--- config.mk ---
export PLATFORM = sky130hd
export DESIGN_NAME = u2_ctrl_core
export DESIGN_NICKNAME = d
export VERILOG_FILES = /design/src/common/settings_pkg.sv /design/src/common/timing_pkg.sv /design/src/design/settings_ingress.sv /design/src/design/misc_control.sv /design/src/time/vita_time_keeper.sv /design/src/design/status_readback.sv /design/src/design/u2_ctrl_core.sv
export VERILOG_INCLUDE_DIRS = /design/src /design/src/common
export SDC_FILE = /design/constraint.sdc
export NUM_CORES = 1
export LEC_CHECK = 0
export BUFFER_PORTS_ARGS = -buffer_cell sky130_fd_sc_hd__buf_2
export CAP_MARGIN = 30
export CELL_PAD_IN_SITES_DETAIL_PLACEMENT = 0
export CELL_PAD_IN_SITES_GLOBAL_PLACEMENT = 2
export CORE_MARGIN = 2
export CORE_UTILIZATION = 37
export DETAILED_ROUTE_END_ITERATION = 16
export PLACE_DENSITY_LB_ADDON = 0.1
export RECOVER_POWER = 50
export SYNTH_ARGS = -nofsm -noshare
export SYNTH_HDL_FRONTEND = slang
export SYNTH_SLANG_ARGS = --single-unit
--- constraint.sdc ---
create_clock -name dsp_clk -period 4.45 [get_ports dsp_clk]
set_input_delay 0.2225 -clock dsp_clk [delete_from_list [all_inputs] [get_ports dsp_clk]]
set_output_delay 0.2225 -clock dsp_clk [all_outputs]
set_load 0.02 [all_outputs]
--- src/common/u2_ctrl_defs.svh ---
/*
 * Settings bus address map and fixed constants of the control core.
 * Included by the decode, register, time and readback stages.
 */

`ifndef U2_CTRL_DEFS_SVH
`define U2_CTRL_DEFS_SVH

// Bank base addresses on the settings bus
`define SR_MISC_BASE      8'd0
`define SR_TIME64_BASE    8'd10

// Misc bank offsets, offset 5 is a hole
`define MISC_CLK          3'd0
`define MISC_SER          3'd1
`define MISC_ADC          3'd2
`define MISC_LED_SW       3'd3
`define MISC_PHY          3'd4
`define MISC_LED_SRC      3'd6
`define MISC_COUNT        8'd7

// Time bank offsets
`define TIME_HI           3'd0
`define TIME_LO           3'd1
`define TIME_CTRL         3'd2
`define TIME_COUNT        8'd3

// LEDs 1 to 4 under hardware control after reset
`define LED_SRC_RESET     8'h1E

// Bump when the register map changes (major, minor)
`define COMPAT_NUM        {16'd9, 16'd0}

`endif

--- src/common/settings_pkg.sv ---
/*
 * Types of the settings bus and of the decoded write command.
 * Also holds the grouped clock, serdes and ADC control pins.
 */

`default_nettype none

package settings_pkg;

   typedef logic [7:0]  set_addr_t;
   typedef logic [31:0] set_data_t;
   typedef logic [2:0]  set_offset_t;
   typedef logic [3:0]  rb_addr_t;

   // Raw write as it arrives on the bus
   typedef struct packed {
      logic      stb;
      set_addr_t addr;
      set_data_t data;
   } set_bus_t;

   // Write after bank decode, at most one enable high
   typedef struct packed {
      logic        misc_we;
      logic        time_we;
      set_offset_t offset;
      set_data_t   data;
   } set_cmd_t;

   typedef struct packed {
      logic       clock_ready;
      logic [1:0] clk_en;
      logic [1:0] clk_sel;
      logic       ser_enable;
      logic       ser_prbsen;
      logic       ser_loopen;
      logic       ser_rx_en;
      logic       adc_oe_a;
      logic       adc_on_a;
      logic       adc_oe_b;
      logic       adc_on_b;
   } ctrl_pins_t;

endpackage

`default_nettype wire

--- src/common/timing_pkg.sv ---
/*
 * Types for VITA time keeping.
 * Used by the time counter and the readback mux.
 */

`default_nettype none

package timing_pkg;

   typedef logic [63:0] vita_time_t;

   // Armed means the staged time goes in at the next PPS edge
   typedef enum logic {
      PPS_IDLE,
      PPS_ARMED
   } pps_load_e;

endpackage

`default_nettype wire

--- src/design/settings_ingress.sv ---
/*
 * First stage of the control pipeline. Registers a settings bus write,
 * decodes the address against the misc and time banks and registers the
 * resulting command. Writes outside both banks are dropped.
 */

`timescale 1ns/1ps
`default_nettype none

`include "u2_ctrl_defs.svh"

module settings_ingress
   import settings_pkg::*;
(
   input  wire      dsp_clk,
   input  wire      por_rst,
   input  set_bus_t set_i,
   output set_cmd_t cmd_o
);

   logic        stb_q;
   set_addr_t   addr_q;
   set_data_t   data_q;

   set_addr_t   misc_rel;
   set_addr_t   time_rel;
   logic        misc_hit;
   logic        time_hit;

   logic        misc_we_q;
   logic        time_we_q;
   set_offset_t offset_q;
   set_data_t   cmd_data_q;

   // Input capture
   always_ff @(posedge dsp_clk) begin
      if (por_rst) begin
         stb_q <= 1'b0;
      end else begin
         stb_q <= set_i.stb;
      end
   end

   always_ff @(posedge dsp_clk) begin
      addr_q <= set_i.addr;
      data_q <= set_i.data;
   end

   // Relative address wraps below the base, so one compare per bank
   assign misc_rel = addr_q - `SR_MISC_BASE;
   assign time_rel = addr_q - `SR_TIME64_BASE;
   assign misc_hit = stb_q && (misc_rel < `MISC_COUNT);
   assign time_hit = stb_q && (time_rel < `TIME_COUNT);

   always_ff @(posedge dsp_clk) begin
      if (por_rst) begin
         misc_we_q <= 1'b0;
         time_we_q <= 1'b0;
      end else begin
         misc_we_q <= misc_hit;
         time_we_q <= time_hit;
      end
   end

   always_ff @(posedge dsp_clk) begin
      offset_q   <= misc_hit ? misc_rel[2:0] : time_rel[2:0];
      cmd_data_q <= data_q;
   end

   assign cmd_o.misc_we = misc_we_q;
   assign cmd_o.time_we = time_we_q;
   assign cmd_o.offset  = offset_q;
   assign cmd_o.data    = cmd_data_q;

endmodule

`default_nettype wire

--- src/design/misc_control.sv ---
/*
 * Misc setting registers: clock, serdes and ADC control pins, PHY reset,
 * LED software value and LED source select. Each LED shows either a
 * hardware status bit or its software bit, chosen per LED.
 */

`timescale 1ns/1ps
`default_nettype none

`include "u2_ctrl_defs.svh"

module misc_control
   import settings_pkg::*;
(
   input  wire        dsp_clk,
   input  wire        por_rst,
   input  set_cmd_t   cmd_i,
   input  wire        run_rx_i,
   input  wire        run_tx_i,
   input  wire        clk_status_i,
   input  wire        serdes_link_up_i,
   input  wire        good_sync_i,
   output ctrl_pins_t ctrl_pins_o,
   output logic [7:0] leds_o,
   output logic       phy_resetn_o
);

   logic [4:0] clk_reg;
   logic [3:0] ser_reg;
   logic [3:0] adc_reg;
   logic [7:0] led_sw;
   logic [7:0] led_src;
   logic       phy_reset;
   logic [7:0] led_hw;

   ////////////////////
   // Register writes
   ////////////////////

   always_ff @(posedge dsp_clk) begin
      if (por_rst) begin
         clk_reg   <= '0;
         ser_reg   <= '0;
         adc_reg   <= '0;
         led_sw    <= '0;
         led_src   <= `LED_SRC_RESET;
         phy_reset <= 1'b0;
      end else if (cmd_i.misc_we) begin
         case (cmd_i.offset)
            `MISC_CLK:     clk_reg   <= cmd_i.data[4:0];
            `MISC_SER:     ser_reg   <= cmd_i.data[3:0];
            `MISC_ADC:     adc_reg   <= cmd_i.data[3:0];
            `MISC_LED_SW:  led_sw    <= cmd_i.data[7:0];
            `MISC_PHY:     phy_reset <= cmd_i.data[0];
            `MISC_LED_SRC: led_src   <= cmd_i.data[7:0];
            default: begin
            end
         endcase
      end
   end

   ////////////////////
   // Pin mapping
   ////////////////////

   assign ctrl_pins_o.clock_ready = clk_reg[4];
   assign ctrl_pins_o.clk_en      = clk_reg[3:2];
   assign ctrl_pins_o.clk_sel     = clk_reg[1:0];
   assign ctrl_pins_o.ser_enable  = ser_reg[3];
   assign ctrl_pins_o.ser_prbsen  = ser_reg[2];
   assign ctrl_pins_o.ser_loopen  = ser_reg[1];
   assign ctrl_pins_o.ser_rx_en   = ser_reg[0];
   assign ctrl_pins_o.adc_oe_a    = adc_reg[3];
   assign ctrl_pins_o.adc_on_a    = adc_reg[2];
   assign ctrl_pins_o.adc_oe_b    = adc_reg[1];
   assign ctrl_pins_o.adc_on_b    = adc_reg[0];

   // PHY pin is active low
   assign phy_resetn_o = ~phy_reset;

   ////////////////////
   // LED mux
   ////////////////////

   // Link LED only lights once time is locked to PPS
   assign led_hw = {3'b000, run_tx_i, run_rx_i, clk_status_i,
                    serdes_link_up_i & good_sync_i, 1'b0};

   // Source bit 1 picks hardware, 0 picks software
   assign leds_o = (led_src & led_hw) | (~led_src & led_sw);

endmodule

`default_nettype wire

--- src/time/vita_time_keeper.sv ---
/*
 * 64-bit VITA time counter. Loads the staged time at once or at the next
 * PPS rising edge, captures the time at every PPS edge and pulses an
 * interrupt. good_sync rises on the first armed PPS load.
 */

`timescale 1ns/1ps
`default_nettype none

`include "u2_ctrl_defs.svh"

module vita_time_keeper
   import settings_pkg::*;
   import timing_pkg::*;
(
   input  wire        dsp_clk,
   input  wire        por_rst,
   input  set_cmd_t   cmd_i,
   input  wire        pps_i,
   output vita_time_t vita_time_o,
   output vita_time_t vita_time_pps_o,
   output logic       good_sync_o,
   output logic       pps_int_o
);

   set_data_t  time_hi;
   set_data_t  time_lo;
   pps_load_e  load_state;
   vita_time_t vita_time;
   vita_time_t vita_time_pps;

   logic       pps_meta;
   logic       pps_sync;
   logic       pps_prev;
   logic       pps_edge;
   logic       ctrl_we;
   logic       load_now;
   logic       pps_load;

   // Staged time words
   always_ff @(posedge dsp_clk) begin
      if (cmd_i.time_we && (cmd_i.offset == `TIME_HI)) begin
         time_hi <= cmd_i.data;
      end
      if (cmd_i.time_we && (cmd_i.offset == `TIME_LO)) begin
         time_lo <= cmd_i.data;
      end
   end

   assign ctrl_we  = cmd_i.time_we && (cmd_i.offset == `TIME_CTRL);
   assign load_now = ctrl_we && cmd_i.data[0];

   ////////////////////
   // PPS edge detect
   ////////////////////

   always_ff @(posedge dsp_clk) begin
      if (por_rst) begin
         pps_meta <= 1'b0;
         pps_sync <= 1'b0;
         pps_prev <= 1'b0;
      end else begin
         pps_meta <= pps_i;
         pps_sync <= pps_meta;
         pps_prev <= pps_sync;
      end
   end

   assign pps_edge = pps_sync & ~pps_prev;
   assign pps_load = pps_edge && (load_state == PPS_ARMED);

   // Load FSM
   always_ff @(posedge dsp_clk) begin
      if (por_rst) begin
         load_state <= PPS_IDLE;
      end else begin
         case (load_state)
            PPS_IDLE: begin
               if (ctrl_we && !cmd_i.data[0]) begin
                  load_state <= PPS_ARMED;
               end
            end
            PPS_ARMED: begin
               if (pps_edge) begin
                  load_state <= PPS_IDLE;
               end
            end
            default: load_state <= PPS_IDLE;
         endcase
      end
   end

   ////////////////////
   // Counter and capture
   ////////////////////

   always_ff @(posedge dsp_clk) begin
      if (por_rst) begin
         vita_time <= '0;
      end else if (load_now || pps_load) begin
         vita_time <= {time_hi, time_lo};
      end else begin
         vita_time <= vita_time + 64'd1;
      end
   end

   // Capture holds the time from before any PPS load
   always_ff @(posedge dsp_clk) begin
      if (por_rst) begin
         vita_time_pps <= '0;
         pps_int_o     <= 1'b0;
         good_sync_o   <= 1'b0;
      end else begin
         pps_int_o <= pps_edge;
         if (pps_edge) begin
            vita_time_pps <= vita_time;
         end
         if (pps_load) begin
            good_sync_o <= 1'b1;
         end
      end
   end

   assign vita_time_o     = vita_time;
   assign vita_time_pps_o = vita_time_pps;

endmodule

`default_nettype wire

--- src/design/status_readback.sv ---
/*
 * Registered readback mux over 16 status words.
 * The selected word is valid one cycle after rb_addr_i is sampled.
 */

`timescale 1ns/1ps
`default_nettype none

`include "u2_ctrl_defs.svh"

module status_readback
   import settings_pkg::*;
   import timing_pkg::*;
(
   input  wire         dsp_clk,
   input  wire         por_rst,
   input  rb_addr_t    rb_addr_i,
   input  wire  [31:0] status_i,
   input  vita_time_t  vita_time_i,
   input  vita_time_t  vita_time_pps_i,
   input  wire         clk_status_i,
   input  wire         serdes_link_up_i,
   input  wire         button_i,
   output logic [31:0] rb_data_o
);

   logic [31:0] board_bits;

   // Button at 13, clock status at 11, link at 10
   assign board_bits = {18'b0, button_i, 1'b0, clk_status_i, serdes_link_up_i, 10'b0};

   always_ff @(posedge dsp_clk) begin
      if (por_rst) begin
         rb_data_o <= '0;
      end else begin
         case (rb_addr_i)
            4'd0,
            4'd8:    rb_data_o <= status_i;
            4'd10:   rb_data_o <= vita_time_i[63:32];
            4'd11:   rb_data_o <= vita_time_i[31:0];
            4'd12:   rb_data_o <= `COMPAT_NUM;
            4'd13:   rb_data_o <= board_bits;
            4'd14:   rb_data_o <= vita_time_pps_i[63:32];
            4'd15:   rb_data_o <= vita_time_pps_i[31:0];
            // Word 9 was GPIO readback
            default: rb_data_o <= '0;
         endcase
      end
   end

endmodule

`default_nettype wire

--- src/design/u2_ctrl_core.sv ---
/*
 * Top of the control and timing core. Settings writes enter through the
 * ingress stage, land in the misc and time registers, and status is read
 * back through a registered word mux.
 */

`timescale 1ns/1ps
`default_nettype none

module u2_ctrl_core
   import settings_pkg::*;
   import timing_pkg::*;
(
   input  wire         dsp_clk,
   input  wire         por_rst,
   // Settings bus
   input  wire         set_stb_i,
   input  set_addr_t   set_addr_i,
   input  set_data_t   set_data_i,
   // Board status
   input  wire         pps_i,
   input  wire         run_rx_i,
   input  wire         run_tx_i,
   input  wire         clk_status_i,
   input  wire         serdes_link_up_i,
   input  wire         button_i,
   input  wire  [31:0] status_i,
   // Readback
   input  rb_addr_t    rb_addr_i,
   output logic [31:0] rb_data_o,
   // Control outputs
   output ctrl_pins_t  ctrl_pins_o,
   output logic [7:0]  leds_o,
   output logic        phy_resetn_o,
   output logic        pps_int_o
);

   set_bus_t   set_bus;
   set_cmd_t   set_cmd;
   vita_time_t vita_time;
   vita_time_t vita_time_pps;
   logic       good_sync;

   assign set_bus.stb  = set_stb_i;
   assign set_bus.addr = set_addr_i;
   assign set_bus.data = set_data_i;

   ////////////////////
   // Stage 1
   ////////////////////

   settings_ingress ingress (
      .dsp_clk (dsp_clk),
      .por_rst (por_rst),
      .set_i   (set_bus),
      .cmd_o   (set_cmd)
   );

   ////////////////////
   // Stage 2
   ////////////////////

   misc_control misc (
      .dsp_clk          (dsp_clk),
      .por_rst          (por_rst),
      .cmd_i            (set_cmd),
      .run_rx_i         (run_rx_i),
      .run_tx_i         (run_tx_i),
      .clk_status_i     (clk_status_i),
      .serdes_link_up_i (serdes_link_up_i),
      .good_sync_i      (good_sync),
      .ctrl_pins_o      (ctrl_pins_o),
      .leds_o           (leds_o),
      .phy_resetn_o     (phy_resetn_o)
   );

   vita_time_keeper timekeeper (
      .dsp_clk         (dsp_clk),
      .por_rst         (por_rst),
      .cmd_i           (set_cmd),
      .pps_i           (pps_i),
      .vita_time_o     (vita_time),
      .vita_time_pps_o (vita_time_pps),
      .good_sync_o     (good_sync),
      .pps_int_o       (pps_int_o)
   );

   ////////////////////
   // Stage 3
   ////////////////////

   status_readback readback (
      .dsp_clk          (dsp_clk),
      .por_rst          (por_rst),
      .rb_addr_i        (rb_addr_i),
      .status_i         (status_i),
      .vita_time_i      (vita_time),
      .vita_time_pps_i  (vita_time_pps),
      .clk_status_i     (clk_status_i),
      .serdes_link_up_i (serdes_link_up_i),
      .button_i         (button_i),
      .rb_data_o        (rb_data_o)
   );

endmodule

`default_nettype wire

* After elaboration in Yosys (flattened, before gate mapping)
Index checks and enable logic that the tools add are counted.
Cells by class: add/sub/neg operators 2, reductions and logical operators 19, equal/unequal tests 12, bitwise logic cells 9, multiplexer cells 6, magnitude comparators 2
Operators with widths (number):
- one-hot mux 32 bit (7 select lines) | 1
- adder 64 x 1 -> 64 bit (second input constant) | 1
- 2-to-1 mux 64 bit | 1
- equality test 4 bit (second input constant) | 7
- AND reduction 2 bit | 6
- AND 8 x 5 -> 8 bit | 1
- AND 8 bit | 1
- logical AND 1 bit | 8
- less-than comparator 8 x 2 -> 1 bit (second input constant) | 1
- less-than comparator 8 x 3 -> 1 bit (second input constant) | 1
- inverter 8 bit | 1
- bitwise OR 8 bit | 1
- subtractor 8 x 4 -> 8 bit (second input constant) | 1
- equality test 3 x 2 -> 1 bit (second input constant) | 2
- equality test 3 bit (second input constant) | 2
- logical NOT 4 bit | 1
- equality test 3 x 1 -> 1 bit (second input constant) | 1
- logical NOT 3 bit | 1
- 2-to-1 mux 3 bit | 1
- inverter 1 bit | 3
- AND 1 bit | 2
- 2-to-1 mux 1 bit | 2
- one-hot mux 1 bit (2 select lines) | 1
- OR reduction 2 bit | 1
- 2 further kinds | 2
Word-level totals: input bits 85, register bits 338, output and inout bits 55

* Longest topological paths before layout
depth in word-level cells 5, depth in mapped cells 7, gate-level depth less buffers 6

* By module
A second synthesis with hierarchy kept.
Unflattened totals: cells, all modules 1346, area total of the unflattened synthesis 13588.0 um^2
By module, submodules not included:
- vita_time_keeper | cells an instance 865, times used 1, sequential area each 4604.4 um^2, area an instance 8209.1 um^2
- status_readback | cells an instance 253, times used 1, sequential area each 640.6 um^2, area an instance 2294.7 um^2
- settings_ingress | cells an instance 100, times used 1, sequential area each 1561.5 um^2, area an instance 1736.7 um^2
- misc_control | cells an instance 128, times used 1, sequential area each 600.6 um^2, area an instance 1347.5 um^2

* Least setup slack after synthesis
OpenSTA, ideal clock, no wires.
path kind flip-flop to flip-flop, start register ingress.offset_q[0], end register timekeeper.time_hi[0], enable pin, period minus slack after synthesis 3.180 ns, setup slack 1.270 ns, data arrival time 2.719 ns, stages on the path, launching flop included 3, buffers on the path 1, library setup time 0.461 ns, cells stage by stage dfxtp_1 > clkbuf_1 > nor3_1
Between the ends: cells in the longest elaborated chain, start to end 2
Ends and longest elaborated chain:
- start: declaration | RTL line settings_ingress.sv:32 | set_offset_t offset_q;
- start signal: assignment | RTL line settings_ingress.sv:66 | offset_q <= misc_hit ? misc_rel[2:0] : time_rel[2:0];
- logical NOT 3 bit
- logical AND 1 bit | RTL line vita_time_keeper.sv:42 | if (cmd_i.time_we && (cmd_i.offset == `TIME_HI)) begin
- end signal: assignment | RTL line vita_time_keeper.sv:43 | time_hi <= cmd_i.data;
- end: declaration | RTL line vita_time_keeper.sv:26 | set_data_t time_hi;
Every way passes these cells. A chain may end at the register's enable or synchronous reset.

* Worst setup path in the final report
start input por_rst, end register misc.clk_reg[4]
RTL lines:
- start: declaration | RTL line u2_ctrl_core.sv:15 | input wire por_rst,
- end signal: assignment | RTL line misc_control.sv:50 | `MISC_CLK: clk_reg <= cmd_i.data[4:0];
- end: declaration | RTL line misc_control.sv:28 | logic [4:0] clk_reg;
No word-level cell between the ends.

==> Flow_metrics.wiki <==
{| class="wikitable"
! Metric !! Value
|-
| Post-route clock skew || 8.04 ps
|-
| Antenna-violating nets left || 0
|-
| FF+latch area || between 7000 and 8000 um^2
|-
| Utilization of the core after routing || 0.459
|-
| Nature of the critical path endpoint || flip-flop
|-
| Seq/Total Area, Yosys || 0.589
|-
| Critical Setup Path Class || in -> reg
|-
| Final Setup Violations || 0
|-
| Category of the worst setup path launch point || input pin
|-
| Post-CTS resize count || 0
|-
| DRT Wirelength || between 30000 and 40000 um
|-
| Proportion of layout cells with a drive suffix above 1 || 0.121
|-
| Setup slack on the worst flop-to-flop path || around 1400 ps
|-
| Overall track demand over capacity in global routing || 0.209
|-
| Area of combinational cells with multiple inputs || around 4800 um^2
|-
| Wire length of the first global-routing pass || slightly below 60000 um
|-
| H-Tree Depth || 2
|-
| Placeable core region || around 34000 um^2
|-
| Unrepaired setup endpoints after global routing || false
|-
| Signal arrival time at the worst endpoint || roughly 3800 ps
|-
| Number of rows in the core area || 67
|-
| Source of the critical timing path || por_rst
|-
| Unique cell type count in the Yosys netlist || just under 60
|-
| Total of max-cap violations || 4
|-
| Most frequent standard cell in the layout excluding fill and tap cells || sky130_fd_sc_hd__dfxtp_1
|-
| Clock tree from TritonCTS || yes
|-
| Failing checks || capacitance limit, slew limit
|-
| # Post-CTS Setup Buffers || 0
|-
| HPWL after detailed placement || around 24000 um
|-
| Endpoint of the worst setup timing path || misc.clk_reg[4]
|-
| 1st-iter DRT viols || around 760
|-
| Flip-flop and latch count after synthesis || about 340
|-
| Detail-routed via count per cell || ~5.3
|-
| Sinks on Clock Net || between 300 and 400
|-
| Data required time of the critical path || roughly 4700 ps
|-
| Starting density of the core || 0.375
|-
| Largest vdd supply drop || 0.000273 V
|-
| TNS Setup || 0 ps
|-
| Number of pins exceeding their max-slew limit in the final report || ~190
|-
| Cell area after synthesis || around 13000 um^2
|-
| Total number of nets in the final design || about 1500
|-
| Synth-to-layout area growth || 22.4%
|-
| Number of global-route vias before repair || roughly 9400
|-
| Headroom to the max-slew limit || -1.20
|-
| Post-Synthesis Mean Instance Area || about 9.9 um^2
|-
| Time the worst path needs with I/O delays and setup || about 3500 ps
|-
| Crit Path Max Fanout || between 60 and 70
|-
| Number of instances in the synthesized netlist || around 1300
|-
| Leading cell types in the layout, fill and taps excluded || 274 x sky130_fd_sc_hd__dfxtp_1, 208 x sky130_fd_sc_hd__nand2_1, 99 x sky130_fd_sc_hd__a21oi_1
|-
| Outcome || complete, but fails checks
|-
| DIE AREA || roughly 35000 um^2
|-
| Via count of the routed design || slightly above 10000
|-
| Worst path setup slack after routing || slightly below 1000 ps
|-
| Buffer depth of the longest clock path || 3
|-
| Largest net degree at the start of global routing || roughly 130
|-
| R2R depth || 5
|-
| Cell with the biggest individual delay on the critical path || sky130_fd_sc_hd__clkbuf_1
|-
| Power Density || 436 nW/um^2
|-
| Clock latency on the worst-skew pair || 520 ps
|-
| Worst slew pin tran || about 3300 ps
|-
| Worst setup slack before clock tree synthesis || between 1000 and 1500 ps
|-
| Startpoint of the worst-slack reg-to-reg timing path || timekeeper.vita_time_o[3]
|-
| Clock-pin transition on the worst setup and hold timing paths || 60 ps
|-
| Largest area contributor in the netlist || sky130_fd_sc_hd__dfxtp_1
|-
| Series of cell instances along the critical path || clkbuf_2 > clkbuf_1 > nor2_1
|-
| Remaining DRCs || 0
|-
| GPL Wtd Cong || between 0.8 and 0.9
|-
| Clock Root Buffer || sky130_fd_sc_hd__clkbuf_16
|-
| Avg WL per Cell || 19.6 um
|-
| Number of buffers inserted during clock tree synthesis || 38
|-
| Share of the clock period used by the worst path after layout || 0.784
|-
| Syn Nets || roughly 1400
|-
| Detailed-routing iteration count for the pre-antenna-repair pass || 7
|-
| Area share of the largest cell type after synthesis || 0.436
|-
| Post-layout power || ~6.7 mW
|-
| Leading register cell type out of synthesis || sky130_fd_sc_hd__dfxtp_1
|-
| Number of buffers added to fix hold violations after cts || 54
|-
| Total grt overflow || 0
|-
| Number of hold violations in the final report || 0
|-
| Die X || 188 um
|-
| Count of buffers from port buffering || 139
|-
| Max Clock Freq || 287 MHz
|-
| Post-synth EDFFs || 64
|-
| Hold Path Cell Cnt || 3
|-
| Number of antenna violations at the first check in global routing || 0
|-
| Path class of the lowest-slack min-delay path || in -> reg
|-
| Number of synthesis warnings || 0
|-
| Biggest area contributors in the synthesized netlist || sky130_fd_sc_hd__dfxtp_1 44%, sky130_fd_sc_hd__edfxtp_1 15%, sky130_fd_sc_hd__nand2_1 6.2%
|-
| Biggest cell delay along the critical path || roughly 2400 ps
|-
| Count of antenna diodes in the layout || 0
|-
| Vertical extent of the die || between 150 and 200 um
|-
| Share of flip-flops with an asynchronous set or reset || 0
|-
| Count of fill cells added during filler insertion || 3236
|-
| Reg-to-Reg End || timekeeper.vita_time_o[63]
|-
| Leak Pwr || 5.08 nW
|-
| Ports || 140
|}
==> power breakdown <==
group	switching, mW	total (mW)	internal [mW]
combinational	0.119	0.206	0.0870
sequential	0.0378	3.20	3.16
clock	1.24	3.31	2.07
total	1.40	6.72	5.32
==> stage by stage <==
stage / std cells / hold slack, ps / area (um^2)
floorplan: 1271 / 250 / 12600
global placement: 1777 / 310 / 13600
detailed placement: 1777 / 312 / 13600
CTS: 1901 / 6.10 / 15500
global route: 1901 / 11.3 / 15400
finish: 1901 / 16.5 / 15400
==> routing by layer <==
layer  routed length, um  track usage  vias up  part of all wire
met5                   0            0        -                 0
met3                2270       0.0406       62             0.061
li1                    -            -     4936                 -
met4                 780       0.0517        0             0.021
met1               19100        0.325     4837              0.51
met2               15200        0.294      320              0.41
==> cell families (layout without fill, tap and decap cells) <==
logic type,Yosys count,count (layout),share of synthesized area
flip-flops,338,338,0.589
buffers and inverters,104,286,0.0329
multiplexers,17,17,0.0138
AND/OR/NAND/NOR,497,497,0.191
AO/OA/AOI/OAI,285,285,0.152
XOR/XNOR,28,28,0.0195
adder cells (fa/ha/maj),2,2,0.00199
==> worst min-delay path by stage <==
stage	slack [ps]	from	end
after floorplan	250	set_addr_i[0]	ingress.addr_q[0]
after global placement	310	ingress.data_q[5]	ingress.cmd_data_q[5]
after detailed placement	310	ingress.data_q[16]	ingress.cmd_data_q[16]
after CTS	6	status_i[11]	readback.rb_data_o[11]
after global routing	10	status_i[11]	readback.rb_data_o[11]
final	20	status_i[11]	readback.rb_data_o[11]
==> worst max-delay path, delay by kind of cell <==
| family | cells | cell delay, ps |
|---|---|---|
| AND/OR/NAND/NOR | 1 | 110 |
| buffers and inverters | 2 | 3330 |
==> cell type report <==
| cell class | instances | share of cell area |
|---|---|---|
| multi-input cells | 829 | 0.312 |
| clock buffers | 55 | 0.0739 |
| repair buffers | 202 | 0.0805 |
| inverters | 14 | 0.00341 |
| clock inverters | 15 | 0.0128 |
| well taps | 448 | 0.0364 |
| flip-flops and latches | 338 | 0.481 |
==> synthesized netlist by cell type, drive strengths merged, types with 17 or more instances <==
master	instances
dfxtp	274
nand2	209
nor2	101
a21oi	99
clkbuf	73
edfxtp	64
a22oi	50
nand3	37
a311oi	30
a211oi	28
nand4	26
or4	19
a31oi	18
o31ai	18
xnor2	18
buf	17
Note: power is estimated with default switching activity, not from simulation.
